===== src/hdl/keypad_pkg.sv =====
package keypad_pkg;

  // Key code is {row one-hot, column one-hot}
  // R0 and C0 sit in the most significant bit of each nibble
  typedef logic [7:0] key_code_t;

  // Tap index of the letter being previewed
  typedef enum logic [2:0] {
    INIT = 3'd0,
    S0   = 3'd1,
    S1   = 3'd2,
    S2   = 3'd3,
    S3   = 3'd4,
    DONE = 3'd5
  } tap_state_t;

  // Letter keys
  localparam key_code_t KEY_2 = 8'b1000_0100; // R0 C1
  localparam key_code_t KEY_3 = 8'b1000_0010; // R0 C2
  localparam key_code_t KEY_4 = 8'b0100_1000; // R1 C0
  localparam key_code_t KEY_5 = 8'b0100_0100; // R1 C1
  localparam key_code_t KEY_6 = 8'b0100_0010; // R1 C2
  localparam key_code_t KEY_7 = 8'b0010_1000; // R2 C0, four letters
  localparam key_code_t KEY_8 = 8'b0010_0100; // R2 C1
  localparam key_code_t KEY_9 = 8'b0010_0010; // R2 C2, four letters

  // Control keys
  localparam key_code_t SUBMIT_LETTER_KEY = 8'b0001_1000; // R3 C0
  localparam key_code_t CLEAR_KEY         = 8'b0001_0100; // R3 C1
  localparam key_code_t SUBMIT_WORD_KEY   = 8'b0001_0010; // R3 C2
  localparam key_code_t GAME_END_KEY      = 8'b0010_0001; // R2 C3

  // Keys with no function
  localparam key_code_t KEY_1 = 8'b1000_1000; // R0 C0
  localparam key_code_t KEY_A = 8'b1000_0001; // R0 C3
  localparam key_code_t KEY_B = 8'b0100_0001; // R1 C3
  localparam key_code_t KEY_D = 8'b0001_0001; // R3 C3

  // First letter printed on keys 2 to 9
  localparam logic [7:0] ASCII_BASE_2 = 8'h41; // A
  localparam logic [7:0] ASCII_BASE_3 = 8'h44; // D
  localparam logic [7:0] ASCII_BASE_4 = 8'h47; // G
  localparam logic [7:0] ASCII_BASE_5 = 8'h4A; // J
  localparam logic [7:0] ASCII_BASE_6 = 8'h4D; // M
  localparam logic [7:0] ASCII_BASE_7 = 8'h50; // P
  localparam logic [7:0] ASCII_BASE_8 = 8'h54; // T
  localparam logic [7:0] ASCII_BASE_9 = 8'h57; // W

  // Word storage
  localparam int WORD_LEN = 5;

  // Stable readings needed to accept a press or release
  localparam int DEBOUNCE_CYCLES = 4;
  localparam int DEBOUNCE_W      = $clog2(DEBOUNCE_CYCLES);

endpackage

===== src/hdl/keypad_top.sv =====
`timescale 1ns/1ps

module keypad_top
  import keypad_pkg::*;
(
  input  logic                  clk,
  input  logic                  nRst,
  output logic [3:0]            row,
  input  logic [3:0]            col,
  output logic [7:0]            preview,
  output logic                  letter_ready,
  output logic [WORD_LEN*8-1:0] word,
  output logic [2:0]            word_count,
  output logic                  word_valid,
  output logic                  game_over
);

  // Scanner to FSM
  key_code_t  cur_key;
  logic       strobe;
  // FSM and encoder
  key_code_t  enc_key;
  tap_state_t enc_tap;
  logic [7:0] letter;
  // FSM to buffer
  logic       toggle_state;
  logic       game_end;

  keypad_scanner u_scanner (
    .clk     (clk),
    .nRst    (nRst),
    .col     (col),
    .row     (row),
    .cur_key (cur_key),
    .strobe  (strobe)
  );

  keypad_fsm u_fsm (
    .clk          (clk),
    .nRst         (nRst),
    .strobe       (strobe),
    .cur_key      (cur_key),
    .letter       (letter),
    .enc_key      (enc_key),
    .enc_tap      (enc_tap),
    .ready        (letter_ready),
    .game_end     (game_end),
    .data         (preview),
    .toggle_state (toggle_state)
  );

  ascii_encoder u_encoder (
    .key    (enc_key),
    .tap    (enc_tap),
    .letter (letter)
  );

  word_buffer u_buffer (
    .clk          (clk),
    .nRst         (nRst),
    .ready        (letter_ready),
    .data         (preview),
    .toggle_state (toggle_state),
    .game_end     (game_end),
    .word         (word),
    .word_count   (word_count),
    .word_valid   (word_valid),
    .game_over    (game_over)
  );

endmodule


===== src/hdl/word_buffer.sv =====
`timescale 1ns/1ps

module word_buffer
  import keypad_pkg::*;
(
  input  logic                  clk,
  input  logic                  nRst,
  input  logic                  ready,
  input  logic [7:0]            data,
  input  logic                  toggle_state,
  input  logic                  game_end,
  output logic [WORD_LEN*8-1:0] word,
  output logic [2:0]            word_count,
  output logic                  word_valid,
  output logic                  game_over
);

  logic [7:0]            letters [WORD_LEN];
  logic [WORD_LEN*8-1:0] word_next;
  logic                  toggle_q;
  logic                  commit;
  logic                  full;
  logic                  append;

  assign full = (word_count == 3'(WORD_LEN));

  // Rising edge of submit word, ignored once the game is over
  assign commit = toggle_state && !toggle_q && !game_over && !game_end;

  // Letters past WORD_LEN are dropped
  assign append = ready && !full && !game_over && !game_end && !word_valid && !commit;

  // Letter storage
  always_ff @(posedge clk) begin
    if (append) begin
      letters[word_count] <= data;
    end
  end

  // First letter in the top byte, unused slots read as zero
  always_comb begin
    for (int i = 0; i < WORD_LEN; i++) begin
      word_next[(WORD_LEN-1-i)*8 +: 8] = (i < word_count) ? letters[i] : 8'd0;
    end
  end

  always_ff @(posedge clk, negedge nRst) begin
    if (!nRst) begin
      toggle_q   <= 1'b0;
      word       <= '0;
      word_count <= 3'd0;
      word_valid <= 1'b0;
      game_over  <= 1'b0;
    end else begin
      toggle_q   <= toggle_state;
      word_valid <= 1'b0;

      if (game_end) begin
        // Frozen until reset
        game_over  <= 1'b1;
        word_count <= 3'd0;
        word       <= '0;
      end else if (word_valid) begin
        // Count still visible during the valid pulse
        word_count <= 3'd0;
      end else if (commit) begin
        word       <= word_next;
        word_valid <= 1'b1;
      end else if (append) begin
        word_count <= word_count + 3'd1;
      end
    end
  end

  // Count bounded by the storage depth
  assert property (@(posedge clk) disable iff (!nRst) word_count <= 3'(WORD_LEN))
    else $error("word_buffer: word_count %0d beyond WORD_LEN", word_count);

endmodule


===== src/hdl/keypad_fsm.sv =====
`timescale 1ns/1ps

module keypad_fsm
  import keypad_pkg::*;
(
  input  logic       clk,
  input  logic       nRst,
  input  logic       strobe,
  input  key_code_t  cur_key,
  input  logic [7:0] letter,
  output key_code_t  enc_key,
  output tap_state_t enc_tap,
  output logic       ready,
  output logic       game_end,
  output logic [7:0] data,
  output logic       toggle_state
);

  tap_state_t state;
  tap_state_t next_state;
  key_code_t  prev_key;
  logic [7:0] next_data;
  logic       unlocked;
  logic       next_unlocked;
  logic       letter_key;
  logic       four_letter;

  // Keys 2 to 9
  assign letter_key = cur_key inside {KEY_2, KEY_3, KEY_4, KEY_5,
                                      KEY_6, KEY_7, KEY_8, KEY_9};

  // Keys with an S3 letter
  assign four_letter = (cur_key == KEY_7) || (cur_key == KEY_9);

  // Encoder looks up the letter for the state being entered
  assign enc_key = cur_key;
  assign enc_tap = next_state;

  always_ff @(posedge clk, negedge nRst) begin
    if (!nRst) begin
      state    <= INIT;
      ready    <= 1'b0;
      data     <= 8'd0;
      unlocked <= 1'b0;
      prev_key <= '0;
    end else begin
      state    <= next_state;
      // High for the whole DONE cycle
      ready    <= (next_state == DONE);
      data     <= next_data;
      unlocked <= next_unlocked;
      // Remember the key one cycle after its press was taken
      if (unlocked && |cur_key) begin
        prev_key <= cur_key;
      end
    end
  end

  always_comb begin
    next_state    = state;
    next_data     = data;
    next_unlocked = unlocked;
    game_end      = 1'b0;
    toggle_state  = 1'b0;

    // DONE lasts a single cycle
    if (state == DONE) begin
      next_state = INIT;
      next_data  = 8'd0;
    end else if ((cur_key == SUBMIT_LETTER_KEY) && (state != INIT)) begin
      // Preview already holds the letter to submit
      next_state = DONE;
    end

    // Level for as long as submit word is held
    if (cur_key == SUBMIT_WORD_KEY) begin
      next_state   = INIT;
      next_data    = 8'd0;
      toggle_state = 1'b1;
    end

    if (strobe) begin
      if ((cur_key == CLEAR_KEY) || (cur_key == GAME_END_KEY)) begin
        next_state = INIT;
        next_data  = 8'd0;
        game_end   = (cur_key == GAME_END_KEY);
      end else if (letter_key) begin
        if ((prev_key == cur_key) && (state != INIT)) begin
          // Same key again, step the tap index
          case (state)
            S0:      next_state = S1;
            S1:      next_state = S2;
            S2:      next_state = four_letter ? S3 : S0;
            default: next_state = S0;
          endcase
        end else begin
          // New key or fresh start
          next_state = S0;
        end
        next_unlocked = 1'b1;
        next_data     = letter;
      end
      // Inactive keys fall through with nothing changed
    end else begin
      next_unlocked = 1'b0;
    end
  end

  // A submitted letter is never blank
  assert property (@(posedge clk) disable iff (!nRst) ready |-> (data != 8'd0))
    else $error("keypad_fsm: ready with empty data");

endmodule


===== src/hdl/ascii_encoder.sv =====
`timescale 1ns/1ps

module ascii_encoder
  import keypad_pkg::*;
(
  input  key_code_t  key,
  input  tap_state_t tap,
  output logic [7:0] letter
);

  logic [7:0] base;
  logic [7:0] offset;
  logic       tap_valid;

  // Row and column of a letter key to its first letter
  always_comb begin
    case (key)
      KEY_2:   base = ASCII_BASE_2;
      KEY_3:   base = ASCII_BASE_3;
      KEY_4:   base = ASCII_BASE_4;
      KEY_5:   base = ASCII_BASE_5;
      KEY_6:   base = ASCII_BASE_6;
      KEY_7:   base = ASCII_BASE_7;
      KEY_8:   base = ASCII_BASE_8;
      KEY_9:   base = ASCII_BASE_9;
      // Control and inactive keys
      default: base = 8'd0;
    endcase
  end

  // Tap index to letter offset
  always_comb begin
    tap_valid = 1'b1;
    case (tap)
      S0:      offset = 8'd0;
      S1:      offset = 8'd1;
      S2:      offset = 8'd2;
      S3:      offset = 8'd3;
      // INIT and DONE carry no letter
      default: begin
        offset    = 8'd0;
        tap_valid = 1'b0;
      end
    endcase
  end

  assign letter = (tap_valid && (base != 8'd0)) ? (base + offset) : 8'd0;

endmodule


===== src/hdl/keypad_scanner.sv =====
`timescale 1ns/1ps

module keypad_scanner
  import keypad_pkg::*;
(
  input  logic      clk,
  input  logic      nRst,
  input  logic [3:0] col,
  output logic [3:0] row,
  output key_code_t cur_key,
  output logic      strobe
);

  // Column reading from the previous cycle
  logic [3:0] last_col;
  // Consecutive stable readings
  logic [DEBOUNCE_W-1:0] count;
  logic held;
  logic settled;

  // Key accepted and not yet released
  assign held = |cur_key;

  // Last reading of the debounce window
  assign settled = (count == DEBOUNCE_W'(DEBOUNCE_CYCLES - 1));

  always_ff @(posedge clk, negedge nRst) begin
    if (!nRst) begin
      row      <= 4'b1000;
      last_col <= 4'b0000;
      count    <= '0;
      cur_key  <= '0;
      strobe   <= 1'b0;
    end else begin
      // Strobe lasts one cycle
      strobe <= 1'b0;

      if (!held) begin
        if (col == 4'b0000) begin
          // Idle, walk the active row from R0 toward R3
          row      <= {row[0], row[3:1]};
          last_col <= 4'b0000;
          count    <= '0;
        end else if (col != last_col) begin
          // First reading of a new pattern, row stays put
          last_col <= col;
          count    <= DEBOUNCE_W'(1);
        end else if (settled) begin
          // Same pattern for the whole window
          cur_key <= {row, col};
          strobe  <= 1'b1;
          count   <= '0;
        end else begin
          count <= count + 1'b1;
        end
      end else begin
        // Key down, row frozen until release is accepted
        if (col != 4'b0000) begin
          count <= '0;
        end else if (settled) begin
          // Released long enough, resume the scan next cycle
          cur_key  <= '0;
          last_col <= 4'b0000;
          count    <= '0;
        end else begin
          count <= count + 1'b1;
        end
      end
    end
  end

  // Exactly one row driven at any time
  assert property (@(posedge clk) disable iff (!nRst) $onehot(row))
    else $error("keypad_scanner: row drive not one-hot (%b)", row);

endmodule


===== config.mk =====
export PLATFORM = sky130hd
export DESIGN_NAME = keypad_top
export DESIGN_NICKNAME = d
export VERILOG_FILES = /design/src/hdl/keypad_pkg.sv /design/src/hdl/keypad_top.sv /design/src/hdl/word_buffer.sv /design/src/hdl/keypad_fsm.sv /design/src/hdl/ascii_encoder.sv /design/src/hdl/keypad_scanner.sv
export SDC_FILE = /design/constraint.sdc
export NUM_CORES = 1
export LEC_CHECK = 0
export BUFFER_PORTS_ARGS = -buffer_cell sky130_fd_sc_hd__buf_2
export CORE_MARGIN = 1.5
export CORE_UTILIZATION = 54
export CTS_CLUSTER_DIAMETER = 50
export DETAILED_ROUTE_END_ITERATION = 10
export GPL_TIMING_DRIVEN = 0
export PLACE_DENSITY = 0.74
export SLEW_MARGIN = 20
export SYNTH_ARGS = -nofsm -noshare
export SYNTH_HDL_FRONTEND = slang
export SYNTH_SLANG_ARGS = --single-unit

===== constraint.sdc =====
create_clock -name clk -period 4.3 [get_ports clk]
set_input_delay 0.215 -clock clk [delete_from_list [all_inputs] [get_ports clk]]
set_output_delay 0.215 -clock clk [all_outputs]
set_load 0.1 [all_outputs]

== Word-level counts from Yosys, hierarchy flattened ==
Memory sizes are Yosys's and may differ from the RTL's.
Index checks and enable logic that the tools add are counted.
Cells by class
  add/subtract/negate cells: 3
  equal/unequal tests: 33
  $lt $le $gt $ge: 5
  reductions and logical operators: 36
  bitwise gates (word level): 1
  muxes and demuxes: 61
Operator list (number)
  8-bit 2-to-1 mux: 17
  40-bit 2-to-1 mux: 3
  7-bit one-hot mux with 8 select lines: 1
  3-bit 2-to-1 mux: 12
  8-bit by 6-bit equality test with 1-bit output, second input constant: 4
  8-bit by 5-bit equality test with 1-bit output, second input constant: 3
  8-bit by 7-bit equality test with 1-bit output, second input constant: 3
  4-bit 2-to-1 mux: 5
  8-bit equality test, second input constant: 2
  1-bit 2-to-1 mux: 16
  8-bit nonzero test: 2
  3-bit by 2-bit equality test with 1-bit output, second input constant: 4
  3-bit equality test, second input constant: 4
  1-bit logical AND: 12
  2-bit 2-to-1 mux: 5
  3-bit one-hot mux with 3 select lines: 1
  3-bit nonzero test: 3
  7-bit by 2-bit adder with 8-bit output: 1
  8-bit equality test: 1
  2-bit by 1-bit != test with 1-bit output, second input constant: 4
  2-bit AND reduction: 4
  8-bit OR reduction: 1
  3-bit by 1-bit equality test with 1-bit output, second input constant: 2
  1-bit logical NOT: 6
  18 further kinds: 23
Word-level totals
  bits of input ports: 6
  memories kept: 1
  memory bits (writable): 40
  bits in registers: 86
  output and inout port bits: 58
  word-level logic and storage cells: 155
Memories
  u_buffer.letters: words 5, width 8, rd ports 5, clocked after Yosys merged registers in 0, wr ports 1, RTL line word_buffer.sv:18  | logic [7:0] letters [WORD_LEN];

== Longest topological paths before layout ==
  depth after elaboration: 16
  depth in mapped cells: 13
  mapped depth without buffers: 12

== By module ==
Synthesis repeated with hierarchy kept, for this count alone.
Unflattened totals
  cell total of the unflattened synthesis: 456
  area, all modules: 5709.2 µm²
By module, submodules not included
  word_buffer: seq. area each 2352.3 µm², cells an instance 176, times used 1, area each 3067.9 µm²
  keypad_fsm: seq. area each 525.5 µm², cells an instance 151, times used 1, area each 1292.5 µm²
  keypad_scanner: seq. area each 476.7 µm², cells an instance 75, times used 1, area each 913.4 µm²
  ascii_encoder: seq. area each 0.0 µm², cells an instance 54, times used 1, area each 435.4 µm²

== Least setup slack after synthesis ==
Ideal clock, no wire load.
  path kind: register -> register
  start: register u_buffer.word_count[1]
  end: memory u_buffer.letters[4][0] (enable)
  period minus slack after synthesis: 3368 ps
  arrival: 2982 ps
  stages on the path, launching flop included: 8
  buffers on the path: 1
  required time: 3915 ps
  slack: 932 ps
  library setup time: 385 ps
  path through: dfrtp_1 -> clkbuf_1 -> inv_1 -> ha_1 -> a211oi_1 -> o211ai_1 -> or3_1 -> nor3b_1
Between the ends
  cells in the longest elaborated chain, start to end: 9
Ends and longest elaborated chain
  start, declared: RTL line word_buffer.sv:13  | output logic [2:0] word_count,
  start signal, assigned: RTL line word_buffer.sv:70  | word_count <= word_count + 3'd1;
  3-bit equality test: RTL line word_buffer.sv:25  | assign full = (word_count == 3'(WORD_LEN));
  1-bit logical NOT: RTL line word_buffer.sv:31  | assign append = ready && !full && !game_over && !game_end && !word_valid && !commit;
  1-bit logical AND (5 in a row): RTL line word_buffer.sv:31
  1-bit 2-to-1 mux: RTL line word_buffer.sv:35  | if (append) begin
  1-bit 2-to-1 mux (not written as such): RTL line word_buffer.sv:36  | letters[word_count] <= data;
  end, declared: RTL line word_buffer.sv:18
Parallel ways exist; a longest one is shown, timed or not.

== Worst setup path after layout ==
  start: register u_scanner.cur_key[4]
  end: register u_fsm.data[4]
Between the ends
  cells in the longest elaborated chain, start to end: 16
  elaborated cells between the ends (all ways): 43
  those cells by class: add/sub: 1; eq/ne: 17; mux: 17; reduce/logical: 8
Ends and longest elaborated chain
  start, declared: RTL line keypad_scanner.sv:10  | output key_code_t cur_key,
  start signal, assigned: RTL line keypad_scanner.sv:50  | cur_key <= {row, col};
  8-bit by 5-bit equality test with 1-bit output: RTL line keypad_fsm.sv:70  | end else if ((cur_key == SUBMIT_LETTER_KEY) && (state != INIT)) begin
  1-bit logical AND: RTL line keypad_fsm.sv:70
  3-bit 2-to-1 mux: RTL line keypad_fsm.sv:70
  3-bit 2-to-1 mux: RTL line keypad_fsm.sv:67  | if (state == DONE) begin
  3-bit 2-to-1 mux: RTL line keypad_fsm.sv:76  | if (cur_key == SUBMIT_WORD_KEY) begin
  3-bit 2-to-1 mux: RTL line keypad_fsm.sv:87  | end else if (letter_key) begin
  3-bit 2-to-1 mux: RTL line keypad_fsm.sv:83  | if ((cur_key == CLEAR_KEY) || (cur_key == GAME_END_KEY)) begin
  3-bit 2-to-1 mux *: RTL line keypad_fsm.sv:82  | if (strobe) begin
  via enc_tap[1]: RTL line keypad_top.sv:23  | tap_state_t enc_tap;
  parallel branches: the longest is 4 deep, another holds 7-bit by 2-bit adder with 8-bit output
  8-bit 2-to-1 mux *: RTL line ascii_encoder.sv:47  | assign letter = (tap_valid && (base != 8'd0)) ? (base + offset) : 8'd0;
  8-bit 2-to-1 mux *: RTL line keypad_fsm.sv:87
  8-bit 2-to-1 mux *: RTL line keypad_fsm.sv:83
  8-bit 2-to-1 mux *: RTL line keypad_fsm.sv:82
  via u_fsm.next_data[4]: RTL line keypad_fsm.sv:22  | logic [7:0] next_data;
  end signal, assigned: RTL line keypad_fsm.sv:50  | data <= next_data;
  end, declared: RTL line keypad_fsm.sv:15  | output logic [7:0] data,
Mark *: on every way through the listed nets, which the timed path passes.
A chain may end at the register's enable or synchronous reset.

==> impl_metrics.env <==
export IMPL_status="finished, final reports clean"
export IMPL_cts_sink_count=126
export IMPL_drt_wl_total_um=10700
export IMPL_synth_edff_count=40
export IMPL_netlist_instances=407
export IMPL_syn_nets=419
export IMPL_overflow=0
export IMPL_synthArstFlopShare_pct=68.3
export IMPL_wl_met2_um=5390
export IMPL_hold_class="in -> async"
export IMPL_htreeDepth=4
export IMPL_dp_slack_ns=0.835
export IMPL_power_leakage_uw=0.00290
export IMPL_met1_length_um=4680
export IMPL_yosys_warnings=0
export IMPL_cts_tree="built"
export IMPL_drc=0
export IMPL_clockPowerShare_pct=45.1
export IMPL_viasPerCell=5.49
export IMPL_grt_antenna_before_repair=0
export IMPL_routed_via_count=3495
export IMPL_fmax_ghz=0.284
export IMPL_pwr_density_cell_mw_per_mm2=483
export IMPL_fillers=679
export IMPL_switching_share_pct=26.6
export IMPL_final_common_cell="dfrtp_1"
export IMPL_regArea_mm2=0.00335
export IMPL_pin_count=64
export IMPL_ir_drop_v=0.000396
export IMPL_max_cap_violations=0
export IMPL_slew_limit_headroom_pct=28.7
export IMPL_worst_clock_skew_ns=0.00798
export IMPL_core_area_mm2=0.00928
export IMPL_path_class="reg -> reg"
export IMPL_top_layer_used="met4"
export IMPL_first_iter_violations=189
export IMPL_rrSetupSlack_ns=0.78
export IMPL_layout_common_cells="85 x dfrtp_1, 68 x buf_2, 60 x nand2_1"
export IMPL_hold_violations=0
export IMPL_final_setup_worst_slack_ns=0.782
export IMPL_setup_viol=0
export IMPL_place_area_mm2=0.00572
export IMPL_min_period_ns=3.52
export IMPL_final_layout_size_suffix_gt1_share_pct=25.4
export IMPL_crit_path_max_fanout=10
export IMPL_wl_per_cell_um=16.9
export IMPL_end_kind="register"
export IMPL_numCtsBuffers=17
export IMPL_critPathMaxStageDelay_ns=0.48
export IMPL_worstPathRequired_ns=4.72
export IMPL_initial_utilization_pct=56.2
export IMPL_multi_input_area_mm2=0.00174
export IMPL_met3_length_um=449
export IMPL_clock_latency_ns=0.51
export IMPL_numPortBuffers=63
export IMPL_clkTransAtPathRegs_ns=0.06
export IMPL_tightest_slew_ns=1.06
export IMPL_ys_ff_latch=126
export IMPL_num_antenna_cells=0
export IMPL_combPwrFrac_pct=12.8
export IMPL_cts_root_buf="clkbuf_8"
export IMPL_grt_use_total_pct=22.3
export IMPL_area_growth_pct=22.4
export IMPL_arrival_ns=3.93
export IMPL_grt_setup_unrepaired="no"
export IMPL_path_cells="buf_6 > nor4b_4 > o211ai_1 > a221o_1 > a21bo_1 > a22o_1 > nand2b_4 > a21oi_1 > ha_1 > inv_1 > fa_1 > o31a_1 > o21ai_0"
export IMPL_die_w_um=101
export IMPL_yosysUniqueCellTypes=55
export IMPL_drtPass1Iterations=4
export IMPL_slew_violations=0
export IMPL_intPower_uw=2260
export IMPL_grt_max_degree=50
export IMPL_ant_nets=0
export IMPL_grt_pass1_wl_um=17200
export IMPL_synth_area_mm2=0.00522
export IMPL_grt_pass1_vias=3436
export IMPL_rows=35
export IMPL_ys_flop_type="dfrtp_1"
export IMPL_final_design_area_no_fill_mm2=0.00638
export IMPL_tns_ns=0
export IMPL_ctsHoldBuffers=5
export IMPL_post_cts_setup_buffers=0
export IMPL_fp_dieArea_mm2=0.0103
export IMPL_power_frac_seq_pct=42.1
export IMPL_dp_final_hpwl_um=7190
export IMPL_layout_nets=507
export IMPL_critPathLaunchType="register"
export IMPL_post_route_period_util_pct=81.8
export IMPL_cts_resized=0
export IMPL_utilization_pct=68.8
export IMPL_clock_path_buffers=2
export IMPL_total_power_uw=3080
export IMPL_critPathSlowestCell="nor4b_4"
export IMPL_die_h_um=101
export IMPL_place_congestion=0.855
export IMPL_yosysSeqAreaShare_pct=64.3
export IMPL_synth_avg_cell_area_um2=12.8
export IMPL_p_switching_uw=822
[stage by stage]
step | hold slack [ns] | std cells
CTS | 0.225 | 637
finish | 0.217 | 637
detailed placement | 0.222 | 600
floorplan | -0.0806 | 407
global route | 0.249 | 637
global placement | 0.445 | 599
[synthesized netlist by cell type, drive strengths merged (4+ instances only)]
cell / count / area [um2]
dfrtp: 85 / 2130
nand2: 60 / 225
a22o: 42 / 368
edfxtp: 40 / 1200
o21ai: 24 / 120
xor2: 17 / 149
clkbuf: 13 / 48.8
a21oi: 11 / 55.1
buf: 10 / 63.8
nor2: 9 / 33.8
nor3: 9 / 45.0
inv: 7 / 26.3
nor4b: 7 / 101
and2: 6 / 37.5
mux2: 6 / 71.3
nor4: 6 / 52.6
ha: 5 / 62.6
xnor2: 5 / 43.8
and3: 4 / 27.5
nand2b: 4 / 32.5
o211ai: 4 / 30.0
o21a: 4 / 30.0
[power groups by stage]
stage	clock network, uW	registers [uW]	logic, uW
after floorplan	0	1320	293
after global routing	1450	1300	449
final	1390	1300	395
after global placement	0	1320	373
after CTS	1410	1300	399
after detailed placement	0	1320	388
[layout make-up]
cell class,count,area share (%)
buffer,23,1.76
tap,129,2.53
sequential,126,52.5
multi-input combinational,251,27.3
clock buffer,20,7.33
inverter,7,0.412
timing repair buffer,69,6.19
clock inverter,12,1.92
[layer usage]
layer | vias up | track usage [%]
li1 | 1650 | -
met1 | 1739 | 28.1
met2 | 91 | 37.3
met3 | 15 | 5.66
met4 | 0 | 8.87
met5 | - | 0
[path summary, 6_finish.rpt]
kind / startpoint / end / cells past startpoint
setup / recovery: u_scanner.cur_key[4]$_DFFE_PN0P_ / u_fsm.data[4]$_DFF_PN0_ / 13
hold / removal: nRst / u_buffer.word[13]$_DFFE_PN0P_ / 2
setup reg to reg: u_scanner.cur_key[4]$_DFFE_PN0P_ / u_fsm.data[4]$_DFF_PN0_ / 13
hold reg to reg: u_buffer.letters[1][2]$_DFFE_PP_ / u_buffer.word[26]$_DFFE_PN0P_ / 1
max in group asynchronous: nRst / u_scanner.row[3]$_DFFE_PN1P_ / 3
min in group clk: u_buffer.letters[1][2]$_DFFE_PP_ / u_buffer.word[26]$_DFFE_PN0P_ / 1
[critical path: cells and delay by family, from the launching register on]
kind                       cells  cell delay, ns
adders and majority gates      2            0.57
DFF                            1            0.38
and+or+nand+nor                2            0.64
AOI/OAI and AO/OA              7            1.63
buffers and inverters          2            0.20
[kinds of logic (layout without fill, tap and decap cells)]
family / count (synthesis) / after routing / synth area share (%)
muxes: 7 / 7 / 1.56
and+or+nand+nor: 120 / 120 / 12.6
DFF: 126 / 126 / 64.3
adders and majority gates: 6 / 6 / 1.58
AOI/OAI and AO/OA: 96 / 96 / 13.6
buffers and inverters: 30 / 131 / 2.66
xor gates and xnor gates: 22 / 22 / 3.69
[registers in the layout, summed over array words and instances (netlist names)]
name,flops
u_buffer.word_valid,1
u_buffer.word_count,3
u_buffer.word,40
u_fsm.prev_key,8
u_buffer.letters,40
u_fsm.state,3
u_scanner.last_col,4
u_scanner.cur_key,8
u_fsm.unlocked,1
u_scanner.row,4
u_buffer.toggle_q,1
u_buffer.game_over,1
u_scanner.strobe,1
u_fsm.data,8
u_fsm.ready,1
u_scanner.count,2
(Power assumes the default switching activity.)
